--- src/gb_core_params.svh ---
`ifndef GB_CORE_PARAMS_SVH
`define GB_CORE_PARAMS_SVH

// ~~~~~~~~~~~~~~~~~~~~~~~~~~~~~~~~~~~~~~~~~~~~~~~~~~~~~~~~~~~~~~~~~~~~~~
// Core build parameters
// ~~~~~~~~~~~~~~~~~~~~~~~~~~~~~~~~~~~~~~~~~~~~~~~~~~~~~~~~~~~~~~~~~~~~~~

// Memory address width, 1 KiB of program and data.
`define GB_ADDR_W 10

// Stack pointer value after reset.
`define GB_SP_RESET 16'hFFFE

// HALT opcode, sits in the middle of the LD r,r' block.
`define GB_OP_HALT 8'h76

`endif

--- src/gb_core_pkg.sv ---
`default_nettype none

package gb_core_pkg;

	// ~~~~~~~~~~~~~~~~~~~~~~~~~~~~~~~~~~~~~~~~~~~~~~~~~~~~~~~~~~~~~~~~~~~~~~
	// Data widths
	// ~~~~~~~~~~~~~~~~~~~~~~~~~~~~~~~~~~~~~~~~~~~~~~~~~~~~~~~~~~~~~~~~~~~~~~
	typedef logic [7:0] byte_t;	// Data byte.
	typedef logic [15:0] addr_t;	// CPU address.
	typedef logic [3:0] flags_t;	// Z N H C.
	typedef logic [2:0] reg_sel_t;	// B C D E H L (HL) A.

	// ~~~~~~~~~~~~~~~~~~~~~~~~~~~~~~~~~~~~~~~~~~~~~~~~~~~~~~~~~~~~~~~~~~~~~~
	// Datapath control encodings
	// ~~~~~~~~~~~~~~~~~~~~~~~~~~~~~~~~~~~~~~~~~~~~~~~~~~~~~~~~~~~~~~~~~~~~~~
	typedef enum logic [2:0] {
		SRC_NONE,
		SRC_REGA,
		SRC_REGB,
		SRC_MDR,
		SRC_PC_L,
		SRC_PC_H
	} alu_src_t;

	typedef enum logic [2:0] {
		DEST_NONE,
		DEST_REG,
		DEST_MDR,
		DEST_MAR_L,
		DEST_MAR_H,
		DEST_MAR_HL,
		DEST_PC_LATCH
	} alu_dest_t;

	typedef enum logic [2:0] {
		ALU_PASS_A,
		ALU_ADD,
		ALU_SUB,
		ALU_AND,
		ALU_OR,
		ALU_XOR,
		ALU_INC
	} alu_op_t;

	typedef enum logic [3:0] {
		FETCH,
		DECODE,
		READ_IMM1,
		READ_IMM2,
		MEM_RD,
		MEM_WR,
		EXEC,
		WRITEBACK,
		HALTED
	} cpu_state_t;

endpackage

`default_nettype wire

--- src/gb_core_ifs.sv ---
`timescale 1ns/100ps
`default_nettype none

// Control bundle from control path to datapath.
interface ctrl_if;
	import gb_core_pkg::*;

	logic fetch, load_op_code, read_en, write_en, ld_flags;
	alu_src_t alu_src_a, alu_src_b;
	alu_op_t alu_op;
	alu_dest_t alu_dest;
	reg_sel_t reg_sel_a, reg_sel_b;
	flags_t flags;	// Current flags, for JP NZ.
	byte_t ir;

	modport ctrl (output fetch, load_op_code, read_en, write_en, ld_flags,
		alu_src_a, alu_src_b, alu_op, alu_dest, reg_sel_a, reg_sel_b,
		input flags, ir);
	modport dp (input fetch, load_op_code, read_en, write_en, ld_flags,
		alu_src_a, alu_src_b, alu_op, alu_dest, reg_sel_a, reg_sel_b,
		output flags, ir);
endinterface

// CPU memory port, one cycle read latency.
interface mem_if;
	import gb_core_pkg::*;

	addr_t addr;
	byte_t wdata, rdata;
	logic re, we;

	modport cpu (output addr, wdata, re, we, input rdata);
	modport mem (input addr, wdata, re, we, output rdata);
endinterface

`default_nettype wire

--- src/register_file.sv ---
`timescale 1ns/100ps
`default_nettype none

module register_file (
	input logic clk,
	input logic rst,
	input gb_core_pkg::reg_sel_t sel_a,
	input gb_core_pkg::reg_sel_t sel_b,
	input gb_core_pkg::reg_sel_t wr_sel,
	input logic wr_en,
	input gb_core_pkg::byte_t wr_data,
	input logic flags_we,
	input gb_core_pkg::flags_t flags_in,
	output gb_core_pkg::byte_t out_a,
	output gb_core_pkg::byte_t out_b,
	output gb_core_pkg::flags_t flags,
	output gb_core_pkg::addr_t hl,
	output logic [63:0] window
);
	import gb_core_pkg::*;

	localparam reg_sel_t IDX_HL_IND = 3'd6;	// Memory operand, no storage.

	byte_t regs [0:7];	// Slot 6 never written.
	flags_t f_q;

	always_ff @(posedge clk, posedge rst) begin
		if (rst) begin
			for (int i = 0; i < 8; i++) begin
				regs[i] <= 8'h00;
			end
			f_q <= 4'h0;
		end else begin
			if (wr_en && wr_sel != IDX_HL_IND)
				regs[wr_sel] <= wr_data;
			if (flags_we)
				f_q <= flags_in;	// Same cycle as a data write is fine.
		end
	end

	assign out_a = (sel_a == IDX_HL_IND) ? 8'h00 : regs[sel_a];
	assign out_b = (sel_b == IDX_HL_IND) ? 8'h00 : regs[sel_b];
	assign flags = f_q;
	assign hl = {regs[4], regs[5]};

	// Debug view, A in the low byte up to L in the top byte.
	assign window = {regs[5], regs[4], f_q, 4'h0, regs[3],
		regs[2], regs[1], regs[0], regs[7]};

endmodule

`default_nettype wire

--- src/alu.sv ---
`timescale 1ns/100ps
`default_nettype none

module alu (
	input gb_core_pkg::byte_t op_a,
	input gb_core_pkg::byte_t op_b,
	input gb_core_pkg::alu_op_t op,
	input gb_core_pkg::flags_t curr_flags,
	output gb_core_pkg::byte_t result,
	output gb_core_pkg::flags_t next_flags
);
	import gb_core_pkg::*;

	logic [8:0] sum, diff;
	logic half_add, half_sub;
	logic z, n, h, c;

	assign sum = {1'b0, op_a} + {1'b0, op_b};
	assign diff = {1'b0, op_a} - {1'b0, op_b};	// Bit 8 is the borrow.
	assign half_add = ({1'b0, op_a[3:0]} + {1'b0, op_b[3:0]}) > 5'h0F;
	assign half_sub = op_a[3:0] < op_b[3:0];

	always_comb begin
		result = op_a;
		n = 1'b0;
		h = curr_flags[1];
		c = curr_flags[0];
		case (op)
			ALU_ADD: begin
				result = sum[7:0];
				h = half_add;
				c = sum[8];
			end
			ALU_SUB: begin
				result = diff[7:0];
				n = 1'b1;
				h = half_sub;
				c = diff[8];
			end
			ALU_AND: begin
				result = op_a & op_b;
				h = 1'b1;
				c = 1'b0;
			end
			ALU_OR: begin
				result = op_a | op_b;
				h = 1'b0;
				c = 1'b0;
			end
			ALU_XOR: begin
				result = op_a ^ op_b;
				h = 1'b0;
				c = 1'b0;
			end
			ALU_INC: begin
				result = op_a + 8'd1;
				h = (op_a[3:0] == 4'hF);	// C left alone.
			end
			default: begin
				n = curr_flags[2];	// Pass keeps all flags.
			end
		endcase
		z = (result == 8'h00);
		if (op == ALU_PASS_A)
			z = curr_flags[3];
	end

	assign next_flags = {z, n, h, c};

endmodule

`default_nettype wire

--- src/datapath.sv ---
`timescale 1ns/100ps
`default_nettype none
`include "gb_core_params.svh"

module datapath (
	input logic clk,
	input logic rst,
	ctrl_if.dp ctrl,
	mem_if.cpu mem,
	output logic [63:0] window
);
	import gb_core_pkg::*;

	addr_t pc, sp, mar, hl;
	byte_t ir, mdr;
	logic rd_q;	// Read data arrives this cycle.
	byte_t out_a, out_b, in_a, in_b, alu_result;
	flags_t flags, alu_flags;
	logic reg_we, mdr_we, mar_l_we, mar_h_we, mar_hl_we, pc_ld;

	assign reg_we = (ctrl.alu_dest == DEST_REG);
	assign mdr_we = (ctrl.alu_dest == DEST_MDR);
	assign mar_l_we = (ctrl.alu_dest == DEST_MAR_L);
	assign mar_h_we = (ctrl.alu_dest == DEST_MAR_H);
	assign mar_hl_we = (ctrl.alu_dest == DEST_MAR_HL);
	assign pc_ld = (ctrl.alu_dest == DEST_PC_LATCH);

	always_ff @(posedge clk, posedge rst) begin
		if (rst) begin
			pc <= 16'h0000;
			sp <= `GB_SP_RESET;
			mar <= 16'h0000;
			ir <= 8'h00;
			mdr <= 8'h00;
			rd_q <= 1'b0;
		end else begin
			rd_q <= ctrl.read_en;
			if (ctrl.fetch)
				pc <= pc + 16'd1;
			else if (pc_ld)
				pc <= mar;	// Jump target assembled in MAR.
			if (ctrl.fetch)
				mar <= pc;
			else if (mar_hl_we)
				mar <= hl;
			else if (mar_l_we)
				mar[7:0] <= alu_result;
			else if (mar_h_we)
				mar[15:8] <= alu_result;
			if (ctrl.load_op_code)
				ir <= mem.rdata;
			if (rd_q && !ctrl.load_op_code)
				mdr <= mem.rdata;
			else if (mdr_we)
				mdr <= alu_result;
		end
	end

	// ~~~~~~~~~~~~~~~~~~~~~~~~~~~~~~~~~~~~~~~~~~~~~~~~~~~~~~~~~~~~~~~~~~~~~~
	// Operand select
	// ~~~~~~~~~~~~~~~~~~~~~~~~~~~~~~~~~~~~~~~~~~~~~~~~~~~~~~~~~~~~~~~~~~~~~~
	function automatic byte_t pick(alu_src_t s, byte_t a, byte_t b, byte_t m, addr_t p);
		case (s)
			SRC_REGA: return a;
			SRC_REGB: return b;
			SRC_MDR: return m;
			SRC_PC_L: return p[7:0];
			SRC_PC_H: return p[15:8];
			default: return 8'h00;
		endcase
	endfunction

	assign in_a = pick(ctrl.alu_src_a, out_a, out_b, mdr, pc);
	assign in_b = pick(ctrl.alu_src_b, out_a, out_b, mdr, pc);

	register_file register_file_i (
		.clk(clk),
		.rst(rst),
		.sel_a(ctrl.reg_sel_a),
		.sel_b(ctrl.reg_sel_b),
		.wr_sel(ctrl.reg_sel_a),
		.wr_en(reg_we),
		.wr_data(alu_result),
		.flags_we(ctrl.ld_flags),
		.flags_in(alu_flags),
		.out_a(out_a),
		.out_b(out_b),
		.flags(flags),
		.hl(hl),
		.window(window)
	);

	alu alu_i (
		.op_a(in_a),
		.op_b(in_b),
		.op(ctrl.alu_op),
		.curr_flags(flags),
		.result(alu_result),
		.next_flags(alu_flags)
	);

	assign ctrl.flags = flags;
	assign ctrl.ir = ir;

	// Opcode and immediate reads go out at PC directly.
	assign mem.addr = ctrl.fetch ? pc : mar;
	assign mem.wdata = mdr;
	assign mem.re = ctrl.read_en;
	assign mem.we = ctrl.write_en;

endmodule

`default_nettype wire

--- src/flat_wrapper.sv ---
// flat-port wrapper written by rule: the top's interface ports become plain ports
module datapath_flat import gb_core_pkg::*;
  (clk, rst, window, ctrl_fetch, ctrl_load_op_code, ctrl_read_en, ctrl_write_en, ctrl_ld_flags, ctrl_alu_src_a, ctrl_alu_src_b, ctrl_alu_op, ctrl_alu_dest, ctrl_reg_sel_a, ctrl_reg_sel_b, ctrl_flags, ctrl_ir, mem_addr, mem_wdata, mem_re, mem_we, mem_rdata);
  ctrl_if ctrl_i ();
  mem_if mem_i ();
  input logic clk;
  input logic rst;
  output logic [63:0] window;
  input wire logic [$bits(ctrl_i.fetch)-1:0] ctrl_fetch;
  input wire logic [$bits(ctrl_i.load_op_code)-1:0] ctrl_load_op_code;
  input wire logic [$bits(ctrl_i.read_en)-1:0] ctrl_read_en;
  input wire logic [$bits(ctrl_i.write_en)-1:0] ctrl_write_en;
  input wire logic [$bits(ctrl_i.ld_flags)-1:0] ctrl_ld_flags;
  input wire logic [$bits(ctrl_i.alu_src_a)-1:0] ctrl_alu_src_a;
  input wire logic [$bits(ctrl_i.alu_src_b)-1:0] ctrl_alu_src_b;
  input wire logic [$bits(ctrl_i.alu_op)-1:0] ctrl_alu_op;
  input wire logic [$bits(ctrl_i.alu_dest)-1:0] ctrl_alu_dest;
  input wire logic [$bits(ctrl_i.reg_sel_a)-1:0] ctrl_reg_sel_a;
  input wire logic [$bits(ctrl_i.reg_sel_b)-1:0] ctrl_reg_sel_b;
  output wire logic [$bits(ctrl_i.flags)-1:0] ctrl_flags;
  output wire logic [$bits(ctrl_i.ir)-1:0] ctrl_ir;
  output wire logic [$bits(mem_i.addr)-1:0] mem_addr;
  output wire logic [$bits(mem_i.wdata)-1:0] mem_wdata;
  output wire logic [$bits(mem_i.re)-1:0] mem_re;
  output wire logic [$bits(mem_i.we)-1:0] mem_we;
  input wire logic [$bits(mem_i.rdata)-1:0] mem_rdata;
  assign ctrl_i.fetch = ctrl_fetch;
  assign ctrl_i.load_op_code = ctrl_load_op_code;
  assign ctrl_i.read_en = ctrl_read_en;
  assign ctrl_i.write_en = ctrl_write_en;
  assign ctrl_i.ld_flags = ctrl_ld_flags;
  assign ctrl_i.alu_src_a = ctrl_alu_src_a;
  assign ctrl_i.alu_src_b = ctrl_alu_src_b;
  assign ctrl_i.alu_op = ctrl_alu_op;
  assign ctrl_i.alu_dest = ctrl_alu_dest;
  assign ctrl_i.reg_sel_a = ctrl_reg_sel_a;
  assign ctrl_i.reg_sel_b = ctrl_reg_sel_b;
  assign ctrl_flags = ctrl_i.flags;
  assign ctrl_ir = ctrl_i.ir;
  assign mem_addr = mem_i.addr;
  assign mem_wdata = mem_i.wdata;
  assign mem_re = mem_i.re;
  assign mem_we = mem_i.we;
  assign mem_i.rdata = mem_rdata;
  datapath u_core (.clk(clk), .rst(rst), .ctrl(ctrl_i), .mem(mem_i), .window(window));
endmodule
--- config.mk ---
export PLATFORM = sky130hd
export DESIGN_NAME = datapath_flat
export DESIGN_NICKNAME = d
export VERILOG_FILES = /design/src/gb_core_pkg.sv /design/src/gb_core_ifs.sv /design/src/register_file.sv /design/src/alu.sv /design/src/datapath.sv /design/src/flat_wrapper.sv
export VERILOG_INCLUDE_DIRS = /design/src
export SDC_FILE = /design/constraint.sdc
export NUM_CORES = 1
export LEC_CHECK = 0
export BUFFER_PORTS_ARGS = -buffer_cell sky130_fd_sc_hd__buf_2
export CAP_MARGIN = 20
export CORE_MARGIN = 2
export CORE_UTILIZATION = 50
export CTS_CLUSTER_SIZE = 30
export DETAILED_ROUTE_END_ITERATION = 16
export PLACE_DENSITY_LB_ADDON = 0.2
export SLEW_MARGIN = 10
export SYNTH_ARGS = -nofsm -noshare
export SYNTH_HDL_FRONTEND = slang
export SYNTH_SLANG_ARGS = --single-unit
--- constraint.sdc ---
create_clock -name clk -period 10.42 [get_ports clk]
set_input_delay 0.521 -clock clk [delete_from_list [all_inputs] [get_ports clk]]
set_output_delay 0.521 -clock clk [all_outputs]
set_load 0.02 [all_outputs]
Yosys cells after proc, flatten, opt, wreduce, memory -nomap -nowiden
Cells that the tools add are included.
Cells by class
  multiply operators: 0
  divide/modulo/power cells: 0
  reductions and logical operators: 21
  bitwise logic cells: 6
  shifts and indexed selects: 0
  equality and inequality tests: 27
  $add $sub $neg: 5
  $lt $le $gt $ge: 5
  muxes and demuxes: 27
Operators with widths (number)
  8-bit 2-to-1 mux: 12
  16-bit 2-to-1 mux: 5
  8-bit one-hot mux with 5 select lines: 2
  64-bit bitwise mux: 1
  8-bit binary-select mux with 3-bit select: 2
  8-bit one-hot mux with 6 select lines: 1
  3-bit equality test, second input constant: 12
  8-bit demux with 3-bit select: 1
  3-bit by 2-bit equality test with 1-bit output, second input constant: 8
  16-bit by 1-bit adder with 16-bit output, second input constant: 1
  3-bit by 1-bit equality test with 1-bit output, second input constant: 4
  2-bit AND reduction: 5
  8-bit by 8-bit adder with 9-bit output: 1
  3-bit nonzero test: 3
  8-bit by 8-bit subtractor with 9-bit output: 1
  8-bit by 1-bit adder with 8-bit output, second input constant: 1
  8-bit AND: 1
  4-bit >= comparator, second input constant: 2
  8-bit logical NOT: 1
  3-bit inverter with 4-bit output: 2
  8-bit OR: 1
  8-bit XOR: 1
  3-bit != test, second input constant: 2
  2-bit nonzero test: 3
  16 further kinds: 18
Storage, ports and cells
  output and inout bits: 102
  register bits: 117
  ROM bits: 0
  memories kept: 0
  latch bits: 0
  bits in writable memories: 0

Logic depth before layout (Yosys ltp)
Gate-level depths: netlist of run 1.
  depth in word-level cells: 12
  depth in mapped cells: 21
  mapped depth without buffers: 18

Hierarchy
From an unflattened synthesis of run 1, not the netlist that was laid out.
Unflattened totals
  cells, all modules: 946
  area total of the unflattened synthesis: 8932.3 µm²
By module, submodules not included
  register_file: area each 3797.4 µm², sequential area each 1501.4 µm², times used 1, cells each 311
  datapath: area each 3435.8 µm², sequential area each 1226.2 µm², times used 1, cells each 391
  alu: area each 1699.1 µm², sequential area each 0.0 µm², times used 1, cells each 244

Worst setup path after synthesis of run 1
No wires, ideal clock.
  kind: input -> register
  start: in ctrl_reg_sel_b[1]
  end: reg u_core.register_file_i.f_q[3] (netlist: u_core.register_file_i.flags[3])
  data arrival time: 4522 ps
  path slack: 5777 ps
  library setup time: 121 ps
  stages on the path: 18
  required time: 10299 ps
  path through: buf_2 -> mux2_2 -> a221oi_1 -> a221o_1 -> o22a_1 -> nor2_1 -> a221oi_1 -> ha_1 -> nor2b_1 -> o2111a_1 -> or3_1 -> a211o_1 -> nand4_1 -> o32ai_1 -> a211oi_1 -> buf_2 -> nor3_1 -> a22o_1
Between the ends
  word-level cells in the longest chain between the ends: 9
  elaborated cells on any way between the ends: 16
Ends and longest elaborated chain
  start, declared: line flat_wrapper.sv:19  | input wire logic [$bits(ctrl_i.reg_sel_b)-1:0] ctrl_reg_sel_b;
  3-bit inverter with 4-bit output (implied by the code): line register_file.sv:42  | assign out_b = (sel_b == IDX_HL_IND) ? 8'h00 : regs[sel_b];
  8-bit binary-select mux with 3-bit select: line register_file.sv:42
  8-bit 2-to-1 mux (implied by the code) (2 in a row): line register_file.sv:42
  8-bit 2-to-1 mux *: line register_file.sv:42
  8-bit one-hot mux with 5 select lines: line datapath.sv:63  | case (s)
  8-bit by 1-bit adder with 8-bit output (tied with other cells): line alu.sv:56  | result = op_a + 8'd1;
  8-bit one-hot mux with 6 select lines *: line alu.sv:28  | case (op)
  8-bit logical NOT *: line alu.sv:63  | z = (result == 8'h00);
  end signal, assigned: line register_file.sv:37  | f_q <= flags_in;
  end, declared: line register_file.sv:25  | flags_t f_q;
Every way passes the cells marked *; elsewhere a longest branch is shown, timed or not. The select of a mux whose other input is x is not followed.
A chain may end at the register's enable or synchronous reset.

Final worst setup path of run 1
  start: in ctrl_reg_sel_b[1]
  end: reg u_core.mdr[7] (netlist: u_core.mem.wdata[7])
Between the ends
  word-level cells in the longest chain between the ends: 10
  elaborated cells on any way between the ends: 17
Ends and longest elaborated chain
  3-bit inverter with 4-bit output (implied by the code): line register_file.sv:42
  8-bit binary-select mux with 3-bit select: line register_file.sv:42
  8-bit 2-to-1 mux (implied by the code) (2 in a row): line register_file.sv:42
  8-bit 2-to-1 mux *: line register_file.sv:42
  8-bit one-hot mux with 5 select lines: line datapath.sv:63
  8-bit by 1-bit adder with 8-bit output (tied with other cells): line alu.sv:56
  8-bit one-hot mux with 6 select lines *: line alu.sv:28
  8-bit 2-to-1 mux *: line datapath.sv:54  | else if (mdr_we)
  8-bit 2-to-1 mux *: line datapath.sv:52  | if (rd_q && !ctrl.load_op_code)
  end signal, assigned: line datapath.sv:53  | mdr <= mem.rdata;
  end signal, assigned: line datapath.sv:55  | mdr <= alu_result;
  end, declared: line datapath.sv:15  | byte_t ir, mdr;
Marks and branches as above.

==> reports/qor.yml, run 1 <==
status: "finished, final reports clean"
ant_nets: 0
coreArea_um2: 17200
crit_end: "u_core.mem.wdata[7]$_DFFE_PP0P_"
grt_pass1_vias: 7330
die_y_um: 137
yosysSeqAreaShare_pct: 32.7
cts_max_level: 4
ys.flop_type: "dfrtp_1"
crit_path_cell_trace: "buf_2, mux2_2, a221oi_1, a221o_1, o22a_1, nor2_1, a221oi_1, ha_1, nor2b_1, o2111a_1, or3_1, nand4_1, nand4_1, a2111oi_4, a211oi_1, buf_4, mux2_2, mux2_2"
initial_core_util_pct: 51.0
startpoint_type: "input pin"
critical-path-slowest-cell: "a221oi_1"
antenna_found_initial: 2
met1_length_mm: 11.7
grt_start_max_net_pins: 79
critPathLaunch: "ctrl_reg_sel_b[1]"
path_class: "in2reg"
hold_viol: 0
hpwl_mm: 19.8
cp_max_fo: 25
synth_top_area_share_pct: 32.7
worst_slew_pin_slew_ns: 0.995
relSlewSlack_pct: 33.7
post-route-util_pct: 55.7
cp.arrival_ns: 5.54
maxUsedRoutingLayer: "met5"
tns_ns: 0
syn_area_per_cell_um2: 8.92
critPathMaxStageDelay_ns: 0.77
clk_pin_slew_ns: 0.06
wl_mm: 27.4
critPathRequiredTime_ns: 10.73
whs_ns: 0.127
max_freq_mhz: 191
worst-path-stages: 18
drive_gt1_share_pct: 26.6
wl_met2_mm: 12.7
syn2layout_area_growth_pct: 9.30
powerDensity_nw_per_um2: 225
yosys.cell_types.count: 77
ios: 135
clk_latency_ns: 0.42
netlist_instances: 985
die_area_um2: 18700
detailroute.wirelength.met3_mm: 2.24
via_per_inst: 6.26
cts_made_buffers: 17
cts_hold_buf: 0
p_leak_nw: 4.53
cts-resized-gates: 0
hold_class: "in2async"
drt_iter0_drc: 805
clock_skew_ns: 0.00550
synth-edff-count: 0
reg2reg_depth: 17
yosys.area.top_type: "dfrtp_1"
syn-cell-area_um2: 8790
clockBufferDepth: 2
portBuffers: 128
num_vias: 7839
post-route-period-util_pct: 50.2
wl_per_cell_um: 21.9
peakVddDrop_mv: 0.153
clkSinkCount: 115
r2r_slack_ns: 5.41
cts_setup_buffers: 0
crit_family: "compound AO/OA/AOI/OAI gates"
worst-path-buf-inv: 2
r2r-end: "u_core.mem.wdata[7]$_DFFE_PP0P_"
fillers: 1546
cts_tree: "done"
async_flop_share_pct: 100
gp_congestion: 0.912
drc_errors: 0
power_mw: 2.16
rsz0062_at_grt: "no"
synth_area_leaders: "dfrtp_1, mux2_2, buf_4"
overflow: 0
dr.pass1.iters: 7
rows: 48
cp-end-kind: "flop"
yosys_warnings: 0
path_common_cell: "mux2_2"
setup_viol: 0
min_period_ns: 5.23
fin_nets: 1076
cts_root_buf: "clkbuf_16"
drv_slew: 0
track_usage_pct: 29.9
die_w_um: 137
grt_pass1_wl_mm: 42.2
cap_violations: 0
synth-seq-cells: 115
reg2reg_from: "u_core.register_file_i.hl[1]$_DFFE_PP0P_"
worst min-delay path by stage:
stage	endpoint	cells after the start	slack [ns]
final	u_core.mar[10]$_DFFE_PP0P_	2	0.13
after global routing	u_core.ctrl.ir[7]$_DFFE_PP0P_	2	0.16
after CTS	u_core.ctrl.ir[7]$_DFFE_PP0P_	2	0.14
after detailed placement	u_core.register_file_i.regs[8]$_DFFE_PP0P_	0	0.36
after global placement	u_core.register_file_i.regs[8]$_DFFE_PP0P_	0	0.36
after floorplan	u_core.register_file_i.regs[12]$_DFFE_PP0P_	1	0.42
sequential cells by signal, summed over array words and instances, names as in the netlist:
signal / flops
u_core.ctrl.ir: 8
u_core.mar: 16
u_core.mem.wdata: 8
u_core.pc: 16
u_core.rd_q: 1
u_core.register_file_i.flags: 4
u_core.register_file_i.hl: 16
u_core.register_file_i.regs: 6
u_core.register_file_i.window: 40
cell families after synthesis:
family | Yosys count | synth area share [%]
AO/OA/AOI/OAI | 265 | 20.6
XOR/XNOR | 2 | 0.199
adder cells (fa/ha/maj) | 29 | 4.30
buffers and inverters | 183 | 11.2
flip-flops | 115 | 32.7
multiplexers | 127 | 16.8
other | 1 | 0.0427
AND/OR/NAND/NOR | 263 | 14.1
where the power goes:
group	switching [mW]	internal, mW	leakage [nW]
Combinational	0.509	0.331	2.83
Clock	0.235	0.358	0.287
Sequential	0.171	0.555	1.42
worst reg2reg max path, delay by kind of cell (launching register included):
family / cells / cell delay (ns)
DFF: 1 / 0.47
AOI/OAI and AO/OA: 7 / 2.07
adders and majority gates: 1 / 0.41
muxes: 3 / 0.83
buffers and inverters: 1 / 0.19
and+or+nand+nor: 5 / 0.94
cell usage after synthesis (all sizes together), types with 6 or more instances:
library cell,instances
o21ai,65
a22oi,8
or3,6
and2,8
o22ai,10
nand2,89
inv,50
mux2i,43
o31ai,11
nand3,15
a21oi,65
nand2b,10
a221oi,20
a221o,9
mux4,9
buf,87
nor3,18
ha,27
mux2,75
dfrtp,115
a22o,6
nor2b,14
o221a,6
clkbuf,44
a211oi,16
nor2,77
layout make-up:
class	instances	area [um2]	share of cell area, %
clock buffers	17	425	4.43
clock inverters	15	170	1.77
well taps	225	282	2.93
repair buffers	138	716	7.45
flip-flops and latches	115	2880	30.0
inverters	52	198	2.06
multi-input cells	690	4930	51.4
diodes	1	2.50	0.0261
routing by layer:
layer  vias up  track usage, %
li1       3558               -
met1      3828            41.1
met2       393            46.3
met3        58            6.89
met4         2            10.8
met5         -               0
metrics by stage:
stage | instance area, um2 | instances | worst slack, ns
detailed placement | 9010 | 1220 | 4.82
CTS | 9600 | 1252 | 5.24
floorplan | 8800 | 988 | 5.78
global placement | 9010 | 1220 | 4.90
global route | 9600 | 1252 | 4.88
finish | 9610 | 1253 | 5.19
cells in the final DEF, fill, tap and decap left out, types with 10 or more instances in the layout:
cell type and count:
o31ai_1 11, o22ai_1 10, nor2b_1 14, mux2i_1 43
inv_1 47, o21ai_0 64, ha_1 27, a211oi_1 16
mux2_2 74, a221oi_1 20, nand3_1 15, nor2_1 76
dfrtp_1 115, buf_4 10, nand2_1 89, nor3_1 18
buf_2 128, clkbuf_16 17, nand2b_1 10, a21oi_1 65
(Power assumes the default switching activity.)
==> inputs of run 2 (changes only) <==
==> constraint.sdc (replaced) <==
create_clock -name clk -period 5.15 [get_ports clk]
set_input_delay 0.2575 -clock clk [delete_from_list [all_inputs] [get_ports clk]]
set_output_delay 0.2575 -clock clk [all_outputs]
set_load 0.02 [all_outputs]
==> run 2 against run 1 <==
Clock power increased by 96%. Wire length decreased by 1.2%. Sequential cell count unchanged. Critical path depth decreased by 3. Die area unchanged. Critical endpoint unchanged. Largest cell class unchanged. Highest routed layer unchanged.
==> reports/qor.yml, run 2 (synthesis results as in run 1) <==
status: "finished, final reports clean"
overflow: 0  # unchanged
critPathMaxStageDelay_ns: 0.56  # -0.21 ns
cp.arrival_ns: 5.06  # -0.48 ns
clock_skew_ns: 0.0117  # +0.00618 ns
startpoint_type: "flop"
worst_slew_pin_slew_ns: 1.04  # +0.0474 ns
wl_mm: 27.1  # -1.2%
critical-path-slowest-cell: "a221oi_1"
largest_reg_flops: 40  # unchanged
path_class: "reg2reg"
final_common_cell: "buf_2"
post-route-util_pct: 56.2  # +0.43 points
drv_slew: 0  # unchanged
track_usage_pct: 29.6  # -0.27 points
grt_pass1_wl_mm: 42.0  # -0.34%
wl_per_cell_um: 21.5  # -1.9%
post-route-period-util_pct: 92.2
drt_iter0_drc: 849  # +5.5%
clk_latency_ns: 0.42  # about the same
setup_viol: 0  # unchanged
cts_max_level: 4  # unchanged
clkSinkCount: 115  # unchanged
crit_path_cell_trace: "mux4_2, mux2i_1, o22a_1, nor2_1, a221oi_1, ha_1, o2111a_1, or3_1, nand4_1, nand4_1, o32ai_1, a211oi_1, buf_4, mux2_2, mux2_2"
coreArea_um2: 17200  # unchanged
num_vias: 7834  # -0.064%
ios: 135  # unchanged
worst-path-buf-inv: 1  # -1
drc_errors: 0  # unchanged
placed_area_um2: 9070  # +0.72%
power_mw: 4.34  # +100%
antenna_found_initial: 1  # -1
die_w_um: 137  # unchanged
die_area_um2: 18700  # unchanged
fillers: 1541  # -0.32%
portBuffers: 128  # unchanged
dr.pass1.iters: 5  # -2
hold_viol: 0  # unchanged
fin_nets: 1086  # +0.93%
relSlewSlack_pct: 30.2  # -3.4 points
ant_nets: 0  # unchanged
cp-end-kind: "flop"
initial_core_util_pct: 51.0  # unchanged
cts-resized-gates: 0  # unchanged
powerDensity_nw_per_um2: 449  # +100%
peakVddDrop_mv: 0.286  # +86%
cts_tree: "done"
min_period_ns: 4.75
critPathRequiredTime_ns: 5.46  # -5.27 ns
clockBufferDepth: 2  # unchanged
dp.cells: 1227  # +0.57%
crit_family: "compound AO/OA/AOI/OAI gates"
tns_ns: 0  # unchanged
gp_congestion: 0.986  # +8.1%
grt_start_max_net_pins: 79  # unchanged
hold_class: "in2reg"
stdcell_area_um2: 9680  # +0.77%
syn2layout_area_growth_pct: 10.1
cp_max_fo: 11  # -56%
cts_made_buffers: 17  # unchanged
die_y_um: 137  # unchanged
max_freq_mhz: 211
hpwl_mm: 20.0  # +0.93%
drive_gt1_share_pct: 27.1  # +0.52 points
antenna_cells: 0  # -1
grt_pass1_vias: 7369  # +0.53%
rsz0062_at_grt: "no"
rows: 48  # unchanged
p_leak_nw: 4.58  # +0.97%
mostFrequentLayoutCells: "buf_2, dfrtp_1, nand2_1"
cap_violations: 0  # unchanged
cts_root_buf: "clkbuf_16"
clk_pin_slew_ns: 0.06  # about the same
layout.cells.non_filler: 1262  # +0.72%
via_per_inst: 6.21  # -0.78%
## run 2: cell types whose count changed in the layout (fill, tap and decap cells not counted)
cell | before | now
buf_12 | 0 | 1
clkinv_4 | 4 | 2
buf_4 | 10 | 17
clkbuf_8 | 0 | 1
inv_6 | 5 | 7
dlygate4sd3_1 | 0 | 2
diode_2 | 1 | 0
bufinv_16 | 2 | 1
## run 2: worst register-to-register path, stage by stage (launching register included)
cell and delay (ns):
dfrtp_1 0.44, mux4_2 0.49, mux2i_1 0.32, o22a_1 0.18
nor2_1 0.04, a221oi_1 0.56, ha_1 0.49, o2111a_1 0.23
or3_1 0.40, nand4_1 0.11, nand4_1 0.23, o32ai_1 0.33
a211oi_1 0.09, buf_4 0.20, mux2_2 0.28, mux2_2 0.26
## run 2: final cells by class
| cell class | instances | area [um2] | share of cell area, % |
|---|---|---|---|
| Tap cell | 225 | 282 | 2.91 |
| Inverter | 52 | 198 | 2.04 |
| Sequential cell | 115 | 2880 | 29.7 |
| Multi-Input combinational cell | 690 | 4930 | 51.0 |
| Timing Repair Buffer | 148 | 808 | 8.35 |
| Clock inverter | 14 | 140 | 1.45 |
| Clock buffer | 18 | 439 | 4.54 |
## run 2: path summary, 6_finish.rpt
check,to,slack (ns),cells after the start,startpoint
max,u_core.mem.wdata[7]$_DFFE_PP0P_,0.40,15,u_core.register_file_i.window[36]$_DFFE_PP0P_
min,u_core.mem.wdata[4]$_DFFE_PP0P_,0.06,3,mem_rdata[4]
max reg2reg,u_core.mem.wdata[7]$_DFFE_PP0P_,0.40,15,u_core.register_file_i.window[36]$_DFFE_PP0P_
min reg2reg,u_core.register_file_i.regs[15]$_DFFE_PP0P_,0.37,0,u_core.register_file_i.regs[15]$_DFFE_PP0P_
max in group asynchronous,u_core.register_file_i.window[15]$_DFFE_PP0P_,3.40,4,rst
min in group asynchronous,u_core.ctrl.ir[7]$_DFFE_PP0P_,0.52,3,rst
## run 2: metal layers
| layer | GRT usage [%] | routed length (um) |
|---|---|---|
| met5 | 0 | 13 |
| met4 | 11.5 | 869 |
| met3 | 7.96 | 2050 |
| met2 | 44.1 | 12300 |
| met1 | 41.1 | 11900 |
## run 2: power breakdown
group	switching [mW]	internal (mW)	total [mW]	leakage [nW]
registers	0.344	1.12	1.47	1.42
logic	1.03	0.683	1.72	2.88
clock network	0.471	0.690	1.16	0.281
total	1.85	2.49	4.34	4.58
## run 2: timing repair
| action | CTS | global route |
|---|---|---|
| hold buffers | 2 | 0 |
| endpoints found under the setup margin | 0 | 0 |
| endpoints found under the hold margin | 57 | 0 |
| buffers inserted | 0 | 0 |
## run 2: metrics by stage
step	setup slack, ns	hold WS (ns)
2_1_floorplan	0.771	0.289
3_3_place_gp	0.294	0.362
3_5_place_dp	0.279	0.364
4_1_cts	0.454	0.0470
5_1_grt	0.128	0.0567
6_report	0.399	0.0617
==> inputs of run 3 (changes only) <==
==> constraint.sdc (replaced) <==
create_clock -name clk -period 5.15 [get_ports clk]
set_input_delay 1.2875 -clock clk [delete_from_list [all_inputs] [get_ports clk]]
set_output_delay 1.2875 -clock clk [all_outputs]
set_load 0.02 [all_outputs]
==> run 3 against run 2 <==
Critical path depth rose by 4. Combinational power rose by 16%. Via count rose by 5.3%. Sequential cell count did not move. Clock skew fell by 0.0032 ns. Sequential share of layout area fell by 2.7 points. Count of clock-buffer cells in the layout fell by 1. Largest power group unchanged.
==> reports/qor.yml, run 3 (synthesis results as in run 1) <==
status: "finished, final reports clean"
p_leak_nw: 5.15  # +13%
drt_iter0_drc: 828  # -2.5%
final_common_cell: "buf_2"
min_period_ns: 5.04  # +0.288 ns
cts_made_buffers: 17  # unchanged
fin_nets: 1194  # +9.9%
peakVddDrop_mv: 0.294  # +2.8%
hold_class: "reg2reg"
largest_reg_flops: 40  # unchanged
drive_gt1_share_pct: 35.9  # +8.8 points
relSlewSlack_pct: 28.3  # -2.0 points
grt_pass1_wl_mm: 44.0  # +4.6%
dr.pass1.iters: 5  # unchanged
initial_core_util_pct: 51.0  # unchanged
powerDensity_nw_per_um2: 433  # -3.6%
grt_pass1_vias: 7771  # +5.5%
grt_start_max_net_pins: 68  # -14%
cap_violations: 0  # unchanged
hold_viol: 0  # unchanged
die_area_um2: 18700  # unchanged
cp_max_fo: 5  # -6
rows: 48  # unchanged
max_freq_mhz: 198  # -5.7%
ant_nets: 0  # unchanged
setup_slack_ns: 0.111  # -0.288 ns
worst_slew_pin_slew_ns: 1.08  # +0.0336 ns
power_frac_seq_pct: 31.7  # -2.1 points
coreArea_um2: 17200  # unchanged
path_class: "in2reg"
track_usage_pct: 31.0  # +1.4 points
clk_pin_slew_ns: 0.06  # about the same
critPathRequiredTime_ns: 5.46  # about the same
reg2reg_from: "u_core.register_file_i.window[33]$_DFFE_PP0P_"
cts_max_level: 4  # unchanged
num_vias: 8250  # +5.3%
wl_per_cell_um: 20.9  # -2.6%
swShare_pct: 41.8  # -0.73 points
hpwl_mm: 21.7  # +8.4%
mostFrequentLayoutCells: "buf_2, buf_4, dfrtp_1"
rsz0062_at_grt: "yes"
cts_tree: "done"
startpoint_type: "input pin"
dp_slack_ns: -0.436  # -0.715 ns
via_per_inst: 6.02  # -3.1%
post-route-period-util_pct: 97.8  # +5.6 points
power_frac_clock_pct: 25.2  # -1.5 points
setup_viol: 0  # unchanged
min_from: "u_core.register_file_i.regs[12]$_DFFE_PP0P_"
antenna_found_initial: 0  # -1
portBuffers: 128  # unchanged
path_common_cell: "mux2_2"
crit_path_cell_trace: "buf_2, buf_4, mux2_2, a221oi_2, a221o_1, o22a_1, nor2_1, a221oi_2, ha_1, nor2b_1, o2111a_1, or3_4, nand4_1, nand4_1, o32ai_2, a211oi_1, buf_4, mux2_2, mux2_2"
p_sw_mw: 1.93  # +4.3%
cts_hold_buf: 0  # -2
gp_congestion: 0.948  # -3.8%
ios: 135  # unchanged
p_int_mw: 2.68  # +7.5%
critPathLaunch: "ctrl_reg_sel_b[1]"
die_y_um: 137  # unchanged
crit_family: "compound AO/OA/AOI/OAI gates"
critical-path-slowest-cell: "or3_4"
p_comb_share_pct: 43.1  # +3.6 points
cp.arrival_ns: 5.35  # +0.29 ns
critPathMaxStageDelay_ns: 0.40  # -0.16 ns
cp-end-kind: "flop"
clk_latency_ns: 0.43  # about the same
worst-path-buf-inv: 3  # +2
drc_errors: 0  # unchanged
drv_slew: 0  # unchanged
wl_mm: 28.7  # +5.9%
clock_skew_ns: 0.00850  # -0.00318 ns
die_w_um: 137  # unchanged
cts_root_buf: "clkbuf_16"
syn2layout_area_growth_pct: 21.2
clockBufferDepth: 2  # unchanged
overflow: 0  # unchanged
clkSinkCount: 115  # unchanged
whs_ns: 0.373  # +0.311 ns
run 3: worst reg2reg max path: cells and delay by family, from the launching register on:
kind | cells | cell delay (ns)
flip-flops | 1 | 0.44
buffers and inverters | 2 | 0.32
AO/OA/AOI/OAI | 5 | 1.02
AND/OR/NAND/NOR | 5 | 0.92
adder cells (fa/ha/maj) | 1 | 0.32
multiplexers | 4 | 1.27
run 3: metal layers:
metal	track usage (%)	part of all wire, %	vias to the layer above
met1	42.6	44	4033
met3	5.37	6.5	61
met4	10.5	2.8	0
li1	-	-	3791
met2	49.5	47	365
met5	0	0	-
run 3: timing repair:
| action | in CTS | in global routing |
|---|---|---|
| hold endpoints to repair | 0 | 0 |
| endpoints found under the setup margin | 2 | 38 |
| buffers inserted | 0 | 4 |
| resized for setup | 1 | 24 |
| pin swaps | 1 | 8 |
run 3: power groups by stage:
stage,Sequential (mW),Clock [mW],Combinational (mW)
finish,1.46,1.16,1.99
global placement,1.46,0,1.88
CTS,1.44,1.17,1.92
floorplan,1.33,0,1.38
detailed placement,1.46,0,1.91
global route,1.48,1.21,2.13
run 3: metrics by stage:
stage                     TNS (ns)  instances  instance area [um2]  util (%)  total power [mW]
final                            0       1371                10700      61.8              4.61
after global routing        -0.169       1370                10600      61.8              4.82
after CTS                        0       1366                10500      61.0              4.53
after detailed placement    -11.73       1334                 9930      57.6              3.36
after global placement       -9.58       1334                 9930      57.6              3.34
after floorplan                  0        988                 8810         -              2.71
run 3: worst paths after layout:
check,endpoint,slack (ns),cells after the start
setup reg to reg,u_core.mem.wdata[7]$_DFFE_PP0P_,0.76,17
max in group asynchronous,u_core.register_file_i.window[10]$_DFFE_PP0P_,3.30,3
setup / recovery,u_core.mem.wdata[7]$_DFFE_PP0P_,0.11,19
hold reg to reg,u_core.register_file_i.regs[12]$_DFFE_PP0P_,0.37,0
hold / removal,u_core.register_file_i.regs[12]$_DFFE_PP0P_,0.37,0
min in group asynchronous,u_core.ctrl.ir[5]$_DFFE_PP0P_,0.86,2
run 3: cell type report:
type / count / area, um2
Inverter: 52 / 198
Sequential cell: 115 / 2880
Clock buffer: 17 / 425
Tap cell: 225 / 282
Antenna cell: 1 / 2.50
Multi-Input combinational cell: 690 / 5040
Fill cell: 1473 / 6590
Clock inverter: 15 / 149
Timing Repair Buffer: 256 / 1680
